<file path="src/hdl/lv_defs.svh">
/*
 * LV controller shared constants
 * Widths, debounce length, state timer lengths and the eFuse validity magic.
 */
`ifndef LV_DEFS_SVH
`define LV_DEFS_SVH

// ==================================================
// widths
// ==================================================
`define LV_ST_W        4
`define LV_FLT_N       14
`define LV_TMR_W       5
`define LV_EFUSE_W     16

// ==================================================
// timing
// ==================================================
// consecutive high cycles before a raw flag counts
`define LV_FLT_DEB     3
// fixed lengths of the timed states, in clock cycles
`define LV_RST_CYC     8
`define LV_BIST_CYC    16
`define LV_FS_DWELL    12

// upper byte of a programmed trim word
`define LV_EFUSE_MAGIC 8'hA5

`endif

</file>
<file path="src/hdl/lv_pkg.sv">
/*
 * LV controller package
 * Operating-mode state codes and raw error flag bit positions.
 */
`include "lv_defs.svh"

package lv_pkg;

    // operating modes, codes fixed by the register map
    typedef enum logic [`LV_ST_W-1:0] {
        PWR_DWN  = 4'd0,
        WAIT     = 4'd1,
        TEST     = 4'd2,
        NML      = 4'd3,
        FAILSAFE = 4'd4,
        FAULT    = 4'd5,
        CFG      = 4'd6,
        RST      = 4'd7,
        BIST     = 4'd8
    } lv_state_e;

    // raw error vector layout, recoverable group in the low bits
    typedef enum logic [$clog2(`LV_FLT_N)-1:0] {
        FLT_DT       = 4'd0,
        FLT_OC       = 4'd1,
        FLT_OWT_COM  = 4'd2,
        FLT_WDG_TMO  = 4'd3,
        FLT_SPI      = 4'd4,
        FLT_SCAN_CRC = 4'd5,
        FLT_MM       = 4'd6,
        FLT_VSUP_UV  = 4'd7,
        FLT_VSUP_OV  = 4'd8,
        FLT_VCC_UV   = 4'd9,
        FLT_VCC_OV   = 4'd10,
        FLT_OT       = 4'd11,
        FLT_DESAT    = 4'd12,
        FLT_SCP      = 4'd13
    } lv_flt_idx_e;

endpackage

</file>
<file path="src/hdl/lv_ctrl_top.sv">
/*
 * LV side controller top level
 * Error filter, eFuse loader, state timer and operating-mode FSM.
 */
`timescale 1ns/1ns
`include "lv_defs.svh"

module lv_ctrl_top (
    input  logic                   i_clk,
    input  logic                   i_rst_n,
    input  logic [`LV_FLT_N-1:0]   i_flt_raw,
    input  logic                   i_pwr_on,
    input  logic                   i_test_mode,
    input  logic                   i_fsenb_n,
    input  logic                   i_efuse_done,
    input  logic                   i_reg_nml_en,
    input  logic                   i_reg_cfg_en,
    input  logic                   i_reg_bist_en,
    input  logic                   i_reg_rst_en,
    input  logic                   i_efuse_ack,
    input  logic [`LV_EFUSE_W-1:0] i_efuse_data,
    output logic                   o_pwm_en,
    output logic                   o_wdg_scan_en,
    output logic                   o_wdg_owt_en,
    output logic                   o_spi_en,
    output logic                   o_fsc_en,
    output logic                   o_owt_com_en,
    output logic                   o_cfg_crc_reg_en,
    output logic                   o_bist_en,
    output logic                   o_intb_n,
    output lv_pkg::lv_state_e      o_lv_state,
    output logic                   o_efuse_req,
    output logic [`LV_EFUSE_W-1:0] o_trim,
    output logic [`LV_FLT_N-1:0]   o_flt_sticky
);

    logic flt_severe;
    logic flt_recov;
    logic flt_clr;
    logic load_start;
    logic load_done;
    logic load_vld;
    logic tmr_expired;

    lv_fault_filter u_fault_filter (
        .i_clk        (i_clk),
        .i_rst_n      (i_rst_n),
        .i_flt_raw    (i_flt_raw),
        .i_flt_clr    (flt_clr),
        .o_flt_sticky (o_flt_sticky),
        .o_flt_severe (flt_severe),
        .o_flt_recov  (flt_recov)
    );

    lv_efuse_loader u_efuse_loader (
        .i_clk        (i_clk),
        .i_rst_n      (i_rst_n),
        .i_load_start (load_start),
        .o_efuse_req  (o_efuse_req),
        .i_efuse_ack  (i_efuse_ack),
        .i_efuse_data (i_efuse_data),
        .o_trim       (o_trim),
        .o_load_done  (load_done),
        .o_load_vld   (load_vld)
    );

    // timer follows the registered state
    lv_state_timer u_state_timer (
        .i_clk     (i_clk),
        .i_rst_n   (i_rst_n),
        .i_state   (o_lv_state),
        .o_expired (tmr_expired)
    );

    lv_fsm_ctrl u_fsm_ctrl (
        .i_clk            (i_clk),
        .i_rst_n          (i_rst_n),
        .i_pwr_on         (i_pwr_on),
        .i_test_mode      (i_test_mode),
        .i_efuse_done     (i_efuse_done),
        .i_fsenb_n        (i_fsenb_n),
        .i_flt_severe     (flt_severe),
        .i_flt_recov      (flt_recov),
        .i_load_done      (load_done),
        .i_load_vld       (load_vld),
        .i_tmr_expired    (tmr_expired),
        .i_reg_nml_en     (i_reg_nml_en),
        .i_reg_cfg_en     (i_reg_cfg_en),
        .i_reg_bist_en    (i_reg_bist_en),
        .i_reg_rst_en     (i_reg_rst_en),
        .o_state          (o_lv_state),
        .o_load_start     (load_start),
        .o_flt_clr        (flt_clr),
        .o_pwm_en         (o_pwm_en),
        .o_wdg_scan_en    (o_wdg_scan_en),
        .o_wdg_owt_en     (o_wdg_owt_en),
        .o_spi_en         (o_spi_en),
        .o_fsc_en         (o_fsc_en),
        .o_owt_com_en     (o_owt_com_en),
        .o_cfg_crc_reg_en (o_cfg_crc_reg_en),
        .o_bist_en        (o_bist_en),
        .o_intb_n         (o_intb_n)
    );

endmodule

</file>
<file path="src/hdl/lv_efuse_loader.sv">
/*
 * eFuse trim loader
 * Reads one word from the fuse macro over a four-phase req/ack handshake,
 * holds it as the trim word and flags whether it carries the valid magic.
 */
`timescale 1ns/1ns
`include "lv_defs.svh"

module lv_efuse_loader (
    input  logic                   i_clk,
    input  logic                   i_rst_n,
    input  logic                   i_load_start,
    output logic                   o_efuse_req,
    input  logic                   i_efuse_ack,
    input  logic [`LV_EFUSE_W-1:0] i_efuse_data,
    output logic [`LV_EFUSE_W-1:0] o_trim,
    output logic                   o_load_done,
    output logic                   o_load_vld
);

    localparam logic [1:0] LD_IDLE    = 2'd0;
    localparam logic [1:0] LD_REQ     = 2'd1;
    localparam logic [1:0] LD_RELEASE = 2'd2;
    localparam logic [1:0] LD_DONE    = 2'd3;

    logic [1:0] ld_st;
    logic [1:0] ld_nxt;
    logic       done_flag;

    // ==================================================
    // handshake sequencer
    // ==================================================
    always_comb begin
        ld_nxt = ld_st;
        case (ld_st)
            // no new request while the macro still holds ack
            LD_IDLE:    if (i_load_start && !done_flag && !i_efuse_ack) ld_nxt = LD_REQ;
            LD_REQ:     if (i_efuse_ack) ld_nxt = LD_RELEASE;
            LD_RELEASE: if (!i_efuse_ack) ld_nxt = LD_DONE;
            default:    ld_nxt = LD_IDLE;
        endcase
    end

    always_ff @(posedge i_clk or negedge i_rst_n) begin
        if (!i_rst_n) begin
            ld_st       <= LD_IDLE;
            o_efuse_req <= 1'b0;
        end else begin
            ld_st       <= ld_nxt;
            o_efuse_req <= (ld_nxt == LD_REQ);
        end
    end

    // one load per start request
    always_ff @(posedge i_clk or negedge i_rst_n) begin
        if (!i_rst_n) begin
            done_flag <= 1'b0;
        end else if (!i_load_start) begin
            done_flag <= 1'b0;
        end else if (ld_st == LD_DONE) begin
            done_flag <= 1'b1;
        end
    end

    // ==================================================
    // trim capture
    // ==================================================
    // data is stable while ack is high
    always_ff @(posedge i_clk) begin
        if (ld_st == LD_REQ && i_efuse_ack) begin
            o_trim <= i_efuse_data;
        end
    end

    assign o_load_done = (ld_st == LD_DONE);
    assign o_load_vld  = (o_trim[`LV_EFUSE_W-1 -: 8] == `LV_EFUSE_MAGIC);

endmodule

</file>
<file path="src/hdl/lv_fault_filter.sv">
/*
 * Error flag filter
 * Debounces each raw LV/HV error flag, latches it until cleared and
 * reduces the latched flags to a severe and a recoverable group level.
 */
`timescale 1ns/1ns
`include "lv_defs.svh"

module lv_fault_filter (
    input  logic                 i_clk,
    input  logic                 i_rst_n,
    input  logic [`LV_FLT_N-1:0] i_flt_raw,
    input  logic                 i_flt_clr,
    output logic [`LV_FLT_N-1:0] o_flt_sticky,
    output logic                 o_flt_severe,
    output logic                 o_flt_recov
);

    import lv_pkg::*;

    localparam int CNT_W = $clog2(`LV_FLT_DEB + 1);
    localparam logic [CNT_W-1:0] DEB_MAX = CNT_W'(`LV_FLT_DEB);

    logic [CNT_W-1:0]     run_cnt [`LV_FLT_N];
    logic [`LV_FLT_N-1:0] deb_hit;

    // ==================================================
    // debounce
    // ==================================================
    // hit on the LV_FLT_DEB-th consecutive high cycle
    always_comb begin
        for (int i = 0; i < `LV_FLT_N; i++) begin
            deb_hit[i] = i_flt_raw[i] && (run_cnt[i] >= DEB_MAX - 1'b1);
        end
    end

    // run length of each flag, restarts when the flag drops
    always_ff @(posedge i_clk or negedge i_rst_n) begin
        if (!i_rst_n) begin
            for (int i = 0; i < `LV_FLT_N; i++) begin
                run_cnt[i] <= '0;
            end
        end else begin
            for (int i = 0; i < `LV_FLT_N; i++) begin
                if (!i_flt_raw[i]) begin
                    run_cnt[i] <= '0;
                end else if (run_cnt[i] != DEB_MAX) begin
                    run_cnt[i] <= run_cnt[i] + 1'b1;
                end
            end
        end
    end

    // ==================================================
    // sticky latch and grouping
    // ==================================================
    always_ff @(posedge i_clk or negedge i_rst_n) begin
        if (!i_rst_n) begin
            o_flt_sticky <= '0;
        end else if (i_flt_clr) begin
            o_flt_sticky <= '0;
        end else begin
            o_flt_sticky <= o_flt_sticky | deb_hit;
        end
    end

    assign o_flt_recov  = |o_flt_sticky[FLT_SCAN_CRC:FLT_DT];
    assign o_flt_severe = |o_flt_sticky[FLT_SCP:FLT_MM];

endmodule

</file>
<file path="src/hdl/lv_fsm_ctrl.sv">
/*
 * Operating-mode controller
 * Power-up, trim load, test, config, normal, failsafe, fault, reset and
 * BIST sequencing, with registered block enables and the interrupt line.
 */
`timescale 1ns/1ns

module lv_fsm_ctrl (
    input  logic              i_clk,
    input  logic              i_rst_n,
    input  logic              i_pwr_on,
    input  logic              i_test_mode,
    input  logic              i_efuse_done,
    input  logic              i_fsenb_n,
    input  logic              i_flt_severe,
    input  logic              i_flt_recov,
    input  logic              i_load_done,
    input  logic              i_load_vld,
    input  logic              i_tmr_expired,
    input  logic              i_reg_nml_en,
    input  logic              i_reg_cfg_en,
    input  logic              i_reg_bist_en,
    input  logic              i_reg_rst_en,
    output lv_pkg::lv_state_e o_state,
    output logic              o_load_start,
    output logic              o_flt_clr,
    output logic              o_pwm_en,
    output logic              o_wdg_scan_en,
    output logic              o_wdg_owt_en,
    output logic              o_spi_en,
    output logic              o_fsc_en,
    output logic              o_owt_com_en,
    output logic              o_cfg_crc_reg_en,
    output logic              o_bist_en,
    output logic              o_intb_n
);

    import lv_pkg::*;

    lv_state_e state_nxt;
    logic      pwm_d;
    logic      wdg_scan_d;
    logic      wdg_owt_d;
    logic      spi_d;
    logic      fsc_d;
    logic      owt_com_d;
    logic      cfg_crc_reg_d;
    logic      bist_d;
    logic      intb_n_d;

    // ==================================================
    // next-state logic
    // ==================================================
    always_comb begin
        state_nxt = o_state;
        if (!i_pwr_on) begin
            // supply loss wins from every mode
            state_nxt = PWR_DWN;
        end else begin
            case (o_state)
                PWR_DWN: state_nxt = WAIT;
                WAIT: begin
                    if (i_test_mode || (i_load_done && !i_load_vld)) begin
                        state_nxt = TEST;
                    end else if (i_load_done) begin
                        state_nxt = CFG;
                    end
                end
                TEST: if (i_efuse_done) state_nxt = WAIT;
                CFG: begin
                    if (i_reg_nml_en) begin
                        state_nxt = NML;
                    end else if (i_reg_bist_en) begin
                        state_nxt = BIST;
                    end
                end
                NML: begin
                    if (i_flt_severe) begin
                        state_nxt = FAULT;
                    end else if (i_flt_recov || !i_fsenb_n) begin
                        state_nxt = FAILSAFE;
                    end else if (i_reg_rst_en) begin
                        state_nxt = RST;
                    end else if (i_reg_cfg_en) begin
                        state_nxt = CFG;
                    end
                end
                FAILSAFE: begin
                    if (i_flt_severe) begin
                        state_nxt = FAULT;
                    end else if (i_tmr_expired && !i_flt_recov && i_fsenb_n) begin
                        state_nxt = NML;
                    end
                end
                FAULT: if (i_reg_rst_en) state_nxt = RST;
                RST:   if (i_tmr_expired) state_nxt = WAIT;
                BIST:  if (i_tmr_expired) state_nxt = CFG;
                default: state_nxt = PWR_DWN;
            endcase
        end
    end

    // ==================================================
    // enable decode from the next state
    // ==================================================
    always_comb begin
        pwm_d         = 1'b0;
        wdg_scan_d    = 1'b0;
        wdg_owt_d     = 1'b0;
        spi_d         = 1'b0;
        fsc_d         = 1'b0;
        owt_com_d     = 1'b0;
        cfg_crc_reg_d = 1'b0;
        bist_d        = 1'b0;
        case (state_nxt)
            NML: begin
                pwm_d      = 1'b1;
                wdg_scan_d = 1'b1;
                wdg_owt_d  = 1'b1;
                spi_d      = 1'b1;
                owt_com_d  = 1'b1;
                fsc_d      = 1'b1;
            end
            WAIT, FAULT: begin
                spi_d     = 1'b1;
                owt_com_d = 1'b1;
            end
            TEST, CFG: begin
                spi_d         = 1'b1;
                owt_com_d     = 1'b1;
                cfg_crc_reg_d = 1'b1;
                // watchdog on the one-wire link runs in config only
                wdg_owt_d     = (state_nxt == CFG);
            end
            FAILSAFE: begin
                fsc_d     = 1'b1;
                spi_d     = 1'b1;
                owt_com_d = 1'b1;
                wdg_owt_d = 1'b1;
            end
            BIST: begin
                bist_d = 1'b1;
                spi_d  = 1'b1;
            end
            default: ;
        endcase
        intb_n_d = !(state_nxt inside {PWR_DWN, WAIT, FAILSAFE, FAULT});
    end

    // state and outputs change on the same edge
    always_ff @(posedge i_clk or negedge i_rst_n) begin
        if (!i_rst_n) begin
            o_state          <= PWR_DWN;
            o_pwm_en         <= 1'b0;
            o_wdg_scan_en    <= 1'b0;
            o_wdg_owt_en     <= 1'b0;
            o_spi_en         <= 1'b0;
            o_fsc_en         <= 1'b0;
            o_owt_com_en     <= 1'b0;
            o_cfg_crc_reg_en <= 1'b0;
            o_bist_en        <= 1'b0;
            o_intb_n         <= 1'b1;
        end else begin
            o_state          <= state_nxt;
            o_pwm_en         <= pwm_d;
            o_wdg_scan_en    <= wdg_scan_d;
            o_wdg_owt_en     <= wdg_owt_d;
            o_spi_en         <= spi_d;
            o_fsc_en         <= fsc_d;
            o_owt_com_en     <= owt_com_d;
            o_cfg_crc_reg_en <= cfg_crc_reg_d;
            o_bist_en        <= bist_d;
            o_intb_n         <= intb_n_d;
        end
    end

    assign o_load_start = (o_state == WAIT);
    assign o_flt_clr    = (o_state == RST);

endmodule

</file>
<file path="src/hdl/lv_state_timer.sv">
/*
 * State dwell timer
 * Counts cycles spent in the current operating mode and flags expiry of
 * the reset pulse, the BIST run and the failsafe minimum dwell.
 */
`timescale 1ns/1ns
`include "lv_defs.svh"

module lv_state_timer (
    input  logic              i_clk,
    input  logic              i_rst_n,
    input  lv_pkg::lv_state_e i_state,
    output logic              o_expired
);

    import lv_pkg::*;

    lv_state_e             prev_state;
    logic [`LV_TMR_W-1:0]  tmr_q;
    logic [`LV_TMR_W-1:0]  tmr_cur;

    // count restarts on the first cycle of a new state
    assign tmr_cur = (i_state != prev_state) ? '0 : tmr_q;

    always_ff @(posedge i_clk or negedge i_rst_n) begin
        if (!i_rst_n) begin
            prev_state <= PWR_DWN;
            tmr_q      <= '0;
        end else begin
            prev_state <= i_state;
            if (tmr_cur != '1) begin
                tmr_q <= tmr_cur + 1'b1;
            end else begin
                tmr_q <= tmr_cur;
            end
        end
    end

    // failsafe stays expired once the dwell has passed
    always_comb begin
        case (i_state)
            RST:      o_expired = (tmr_cur >= `LV_TMR_W'(`LV_RST_CYC - 1));
            BIST:     o_expired = (tmr_cur >= `LV_TMR_W'(`LV_BIST_CYC - 1));
            FAILSAFE: o_expired = (tmr_cur >= `LV_TMR_W'(`LV_FS_DWELL - 1));
            default:  o_expired = 1'b0;
        endcase
    end

endmodule
</file>
<file path="config.mk">
export PLATFORM = sky130hd
export DESIGN_NAME = lv_ctrl_top
export DESIGN_NICKNAME = d
export VERILOG_FILES = /design/src/hdl/lv_pkg.sv /design/src/hdl/lv_ctrl_top.sv /design/src/hdl/lv_efuse_loader.sv /design/src/hdl/lv_fault_filter.sv /design/src/hdl/lv_fsm_ctrl.sv /design/src/hdl/lv_state_timer.sv
export VERILOG_INCLUDE_DIRS = /design/src /design/src/hdl
export SDC_FILE = /design/constraint.sdc
export NUM_CORES = 1
export LEC_CHECK = 0
export ABC_AREA = 1
export BUFFER_PORTS_ARGS = -buffer_cell sky130_fd_sc_hd__buf_2
export CAP_MARGIN = 20
export CORE_MARGIN = 5
export CORE_UTILIZATION = 48
export DETAILED_ROUTE_END_ITERATION = 10
export PLACE_DENSITY = 0.84
export SLEW_MARGIN = 25
export SYNTH_ARGS = -nofsm -noshare
export SYNTH_HDL_FRONTEND = slang
export SYNTH_SLANG_ARGS = --single-unit
</file>
<file path="constraint.sdc">
create_clock -name i_clk -period 2.3 [get_ports i_clk]
set_input_delay 0.345 -clock i_clk [delete_from_list [all_inputs] [get_ports i_clk]]
set_output_delay 0.345 -clock i_clk [all_outputs]
set_load 0.005 [all_outputs]
</file>
* Word level (Yosys, flattened, before mapping)
Index checks and enable logic that the tools add are counted.
** Cells by class
- Add/subtract/negate cells :: 15
- $lt $le $gt $ge :: 17
- Equal/unequal tests :: 51
- Multiplexer cells :: 61
- Bitwise logic cells :: 1
- Reduce and logical (&&, ||, !) cells :: 38
** Operators with widths (number)
- two-way mux 2 bit :: 31
- two-way mux 4 bit :: 15
- one-hot mux 4 bit (9 select lines) :: 1
- != test 2 x 1 -> 1 bit, second input constant :: 15
- adder 2 x 1 -> 2 bit, second input constant :: 14
- equality test 4 x 3 -> 1 bit, second input constant :: 7
- >= comparator 2 bit, second input constant :: 14
- != test 2 bit, second input constant :: 14
- logical AND 1 bit :: 20
- equality test 4 x 2 -> 1 bit, second input constant :: 4
- two-way mux 14 bit :: 1
- OR 14 bit :: 1
- OR reduction 6 bit :: 2
- >= comparator 5 x 4 -> 1 bit, second input constant :: 2
- two-way mux 5 bit :: 2
- equality test 4 x 1 -> 1 bit, second input constant :: 2
- equality test 4 bit, second input constant :: 2
- equality test 8 bit, second input constant :: 1
- zero test 4 bit :: 2
- two-way mux 1 bit :: 8
- OR reduction 8 bit :: 1
- OR reduction 7 bit :: 1
- zero test 1 bit :: 6
- one-hot mux 2 bit (3 select lines) :: 1
- other kinds (12) :: 16
** Word-level totals
- Bits in registers :: 83
- Logic and storage cells :: 213

* Longest topological paths before layout
- Word-level depth :: 13
- Depth in mapped cells :: 24
- Gate-level depth less buffers :: 24

* Cells and area by module
A second synthesis with hierarchy kept.
** Unflattened totals
- Cells, all modules :: 493
- Area total of the unflattened synthesis :: 4252.8 µm²
** Modules (own cells, without submodules)
- lv_fault_filter :: instances 1, cells each 222, area each 2042.0 µm², sequential area each 1051.0 µm²
- lv_fsm_ctrl :: instances 1, cells each 140, area each 888.4 µm², sequential area each 301.5 µm²
- lv_efuse_loader :: instances 1, cells each 46, area each 696.9 µm², sequential area each 580.6 µm²
- lv_state_timer :: instances 1, cells each 85, area each 625.6 µm², sequential area each 225.2 µm²

* Worst setup path after synthesis
No wires, ideal clock.
- Kind :: register to register
- Start point :: register u_fsm_ctrl.o_state[1]
- End point :: register u_fsm_ctrl.o_spi_en
- Arrival time :: 2187 ps
- Data required time :: 2172 ps
- Path slack :: -16 ps
- Stages on the path, launching flop included :: 21
- Period minus slack after synthesis :: 2316 ps
- Cell sequence :: dfrtp_1 -> inv_2 -> nand2_1 -> nand2_2 -> nor2_4 -> nand2_4 -> nor2_1 -> ha_1 -> nand4_1 -> nor2_1 -> nor2_1 -> nand2_1 -> nand2_1 -> a21oi_1 -> nor2_1 -> nand2_2 -> nand2_4 -> inv_2 -> nand2_2 -> nand2_2 -> nand3_1
** On the way
- Longest elaborated chain between the ends :: 13
- Elaborated cells between the ends (all ways) :: 42
** Ends and longest elaborated chain
- start: declaration :: RTL line lv_fsm_ctrl.sv:24 : output lv_pkg::lv_state_e o_state,
- start signal: assignment :: RTL line lv_fsm_ctrl.sv:164 : o_state <= state_nxt;
- != test 4 bit :: RTL line lv_state_timer.sv:23 : assign tmr_cur = (i_state != prev_state) ? '0 : tmr_q;
- two-way mux 5 bit :: RTL line lv_state_timer.sv:23
- >= comparator 5 x 4 -> 1 bit, or another cell as far along :: RTL line lv_state_timer.sv:44 : FAILSAFE: o_expired = (tmr_cur >= `LV_TMR_W'(`LV_FS_DWELL - 1));
- one-hot mux 1 bit (3 select lines) :: RTL line lv_state_timer.sv:41 : case (i_state)
- logical AND 1 bit (2 in series) :: RTL line lv_fsm_ctrl.sv:91 : end else if (i_tmr_expired && !i_flt_recov && i_fsenb_n) begin
- two-way mux 4 bit :: RTL line lv_fsm_ctrl.sv:91
- two-way mux 4 bit :: RTL line lv_fsm_ctrl.sv:89 : if (i_flt_severe) begin
- one-hot mux 4 bit (9 select lines) (*) :: RTL line lv_fsm_ctrl.sv:60 : case (o_state)
- two-way mux 4 bit (*) :: RTL line lv_fsm_ctrl.sv:56 : if (!i_pwr_on) begin
- named net u_fsm_ctrl.state_nxt[1] :: RTL line lv_fsm_ctrl.sv:40 : lv_state_e state_nxt;
- equality test 4 x 2 -> 1 bit, or another cell as far along :: RTL line lv_fsm_ctrl.sv:115 : case (state_nxt)
- OR reduction 7 bit (no source line) (*)
- two-way mux 1 bit (*) :: RTL line lv_fsm_ctrl.sv:115
- named net u_fsm_ctrl.spi_d :: RTL line lv_fsm_ctrl.sv:44 : logic spi_d;
- end signal: assignment :: RTL line lv_fsm_ctrl.sv:168 : o_spi_en <= spi_d;
- end: declaration :: RTL line lv_fsm_ctrl.sv:30 : output logic o_spi_en,
The timed path passes the listed nets; every way through them passes the cells marked *.
A chain may end at the register's enable or synchronous reset.

* Final worst setup path
- Start point :: register u_fsm_ctrl.o_state[0]
- End point :: register u_fsm_ctrl.o_spi_en
The elaborated chain is that of the path after synthesis.

==> out/metrics.cfg <==
[route]
dr.pass1.iters=4
routedWlPerCell_um=14.70
antenna_left=0
drc=0
vias=3406
wl_mm=9.822
via_per_inst=5.099
drt_iter0_markers=210

[critical_path]
crit_chain=nand2_1 -> nand2_2 -> nor2_4 -> nand2_4 -> nor2_4 -> ha_4 -> nand4_1 -> nor2_2 -> nor2_2 -> nand2_1 -> nand2_2 -> nand3_4 -> nand2_2 -> nand2_1 -> nand2_1 -> nand2_2 -> nand2_4 -> inv_4 -> nand2_2 -> nand2_2 -> nand3_1
rr_endpoint=u_fsm_ctrl.o_spi_en
crit_required_ns=2.55
critPathKind=reg -> reg
crit_path_end_kind=flop
r2r-start=u_fsm_ctrl.o_state[0]
crit_fanout=5
slowest_stage=dfrtp_1
r2r_cells=21
rrSetupSlack_ns=-0.17
cp_common_cell=nand2_2
worstPathArrival_ns=2.72
cp-start-kind=flop
crit_path_max_incr_delay_ns=0.43

[finish]
antenna_cells=0
final.fill_count=660
num-nets-final=628
drive_above_1_share_pct=34.81
utilization_pct=63.54
syn_to_final_growth_pct=29.91

[synth]
synth-edff-count=16
synth_flop_cell=dfrtp_1
yosysSeqAreaShare_pct=53.97
yosys_warnings=0
syn_inst=422
synth_seq_cells=83
ys_types=31
synth_fp_nets=492
async_flop_share_pct=80.72
netlist.area_leader.share_pct=41.30
synthTopCellsByArea=dfrtp_1 41%, edfxtp_1 12%, ha_1 9.1%
synth_top_cell_by_area=dfrtp_1
netlist_area_mm2=0.003999
synth.avg_cell_area_um2=9.476

[timing]
fin_ws_ns=-0.1656
rsz0062_at_grt=yes
slew-limit-headroom_pct=64.92
finalHoldViolCount=0
max_freq_mhz=405.6
fin_skew_ns=0.01251
fin_crit_sh_pct=107.2
slew_violations=0
setup_violations=11
period_needed_ns=2.466
worst_pin_slew_ns=0.5262

[min_path]
hold_start=i_efuse_data[11]
min_delay_path_depth=1
whs_endpoint=u_efuse_loader.o_trim[11]
hold_class=in -> reg

[run_status]
run_status=finished with violations
violations=setup timing

[grt]
overflow=0
grt_max_degree=26
antenna_found_initial=0
grt_pass1_wl_mm=15.74
gr-usage-all-layers_pct=19.56
grt_pass1_vias=3494

[power]
power_density_mw_per_mm2=862.0
leakagePower_nw=2.785
p_sw_share_pct=33.09
ir_drop_mv=0.4383
p_int_mw=2.997
combPwrFrac_pct=31.5
seqPwrFrac_pct=43.2
p_sw_mw=1.482
clock_power_share_pct=25.3

[cts]
path_clk_slew_ns=0.09
cts.sinks=83
cts_tree=built
worstSkewPairLatency_ns=0.36
htreeDepth=3
clock_path_buffers=2
cts_inserted_buffers=9
cts-root-buf=clkbuf_8

[die]
die_w_um=101.3
rows=33
die_y_um=101.3
io-pin-count=85
die_area_mm2=0.01026
start_util_pct=48.91
coreArea_mm2=0.008175

[placed_design]
dp_hpwl_mm=6.895
gp_congestion=0.8398
port_buffers=84
pre_cts_ws_ns=-0.09618

[run]
max-cap-violations=0

per-stage QoR:
stage                     setup TNS, ns  total power [mW]  area [um^2]  cells  hold WS [ns]
after floorplan                       0             2.628         4000    422       0.04941
after global placement                0             3.055         4721    633        0.3404
after detailed placement        -0.3902             3.137         4721    633        0.3536
after CTS                       -0.1634             4.404         5104    666        0.1411
after global routing             -3.502             4.777         5195    668        0.1332
final                            -1.256             4.478         5195    668        0.1529
Yosys cell counts (3+ instances only):
cell type	number
nor2_4	3
ha_1	29
a21oi_1	35
nand2_1	62
dfrtp_1	66
o21ai_0	36
o211a_1	9
nor2_1	28
edfxtp_1	16
inv_1	76
inv_2	6
nand4_1	7
a211oi_1	3
nand3_1	9
nand2_2	8
nor3_1	9
critical path, delay by kind of cell, from the launching register on:
family	cells	cell delay, ns
adders and majority gates	1	0.16
and+or+nand+nor	19	1.70
buffers and inverters	1	0.07
DFF	1	0.43
cell families (layout without fill, tap and decap cells):
| family | count (synthesis) | count (layout) | synth area share (%) |
|---|---|---|---|
| adder cells (fa/ha/maj) | 29 | 29 | 9.074 |
| AND/OR/NAND/NOR | 134 | 134 | 15.58 |
| buffers and inverters | 85 | 226 | 8.072 |
| AO/OA/AOI/OAI | 90 | 90 | 13.08 |
| flip-flops | 83 | 83 | 53.97 |
| XOR/XNOR | 1 | 1 | 0.2191 |
worst max path at each step:
| stage | start | endpoint | slack (ns) |
|---|---|---|---|
| after floorplan | u_fsm_ctrl.o_state[0] | u_fsm_ctrl.o_spi_en | 0.006 |
| after global placement | u_fsm_ctrl.o_state[2] | u_fsm_ctrl.o_spi_en | 0.005 |
| after detailed placement | u_fsm_ctrl.o_state[2] | u_fsm_ctrl.o_spi_en | -0.1 |
| after CTS | u_fsm_ctrl.o_state[3] | u_fsm_ctrl.o_spi_en | -0.04 |
| after global routing | u_fsm_ctrl.o_state[0] | u_fsm_ctrl.o_wdg_owt_en | -0.38 |
| final | u_fsm_ctrl.o_state[0] | u_fsm_ctrl.o_spi_en | -0.17 |
routing by layer:
| layer | vias to the layer above | wire length (um) | track usage [%] |
|---|---|---|---|
| met5 | - | 0 | 0 |
| met4 | 0 | 133 | 6.442 |
| met3 | 14 | 476 | 4.408 |
| met2 | 95 | 5302 | 35.66 |
| met1 | 1649 | 3910 | 22.63 |
| li1 | 1648 | - | - |
layout make-up:
| class | count | area [um^2] | share of cell area (%) |
|---|---|---|---|
| Tap cell | 105 | 131.4 | 2.529 |
| Sequential cell | 83 | 2160 | 41.57 |
| Timing Repair Buffer | 127 | 749.5 | 14.43 |
| Inverter | 83 | 315.3 | 6.069 |
| Multi-Input combinational cell | 254 | 1629 | 31.36 |
| Clock buffer | 11 | 131.4 | 2.529 |
| Clock inverter | 5 | 78.83 | 1.517 |
power groups by stage:
stage	Clock [mW]	Sequential, mW	Combinational (mW)
6_report	1.13	1.93	1.41
5_1_grt	1.23	1.96	1.58
4_1_cts	1.16	1.92	1.32
3_5_place_dp	0	1.95	1.18
3_3_place_gp	0	1.93	1.12
2_1_floorplan	0	1.94	0.687
placed cells by master (no fill, tap or decap), types with 16 or more instances in the layout:
cell type / count
buf_2: 84
inv_1: 70
dfrtp_1: 65
nand2_1: 48
buf_4: 41
o21ai_0: 35
a21oi_1: 34
ha_1: 28
nor2_1: 22
nand2_2: 21
edfxtp_1: 16
state kept, by name, summed over array words and instances (netlist names):
register,cells
u_efuse_loader.done_flag,1
u_efuse_loader.ld_st,2
u_efuse_loader.o_efuse_req,1
u_efuse_loader.o_trim,16
u_fault_filter.o_flt_sticky,14
u_fault_filter.run_cnt,28
u_fsm_ctrl.o_bist_en,1
u_fsm_ctrl.o_cfg_crc_reg_en,1
u_fsm_ctrl.o_fsc_en,1
u_fsm_ctrl.o_intb_n,1
u_fsm_ctrl.o_owt_com_en,1
u_fsm_ctrl.o_pwm_en,1
u_fsm_ctrl.o_spi_en,1
u_fsm_ctrl.o_state,4
u_fsm_ctrl.o_wdg_owt_en,1
u_state_timer.prev_state,4
u_state_timer.tmr_q,5
what timing repair did:
item | in CTS | in global routing
endpoints found under the hold margin | 20 | 0
setup buffers | 16 | 5
setup endpoints to repair | 11 | 17
gates resized for setup | 14 | 27
pin swaps | 10 | 18
hold buffers | 1 | 0
(Power assumes the default switching activity.)
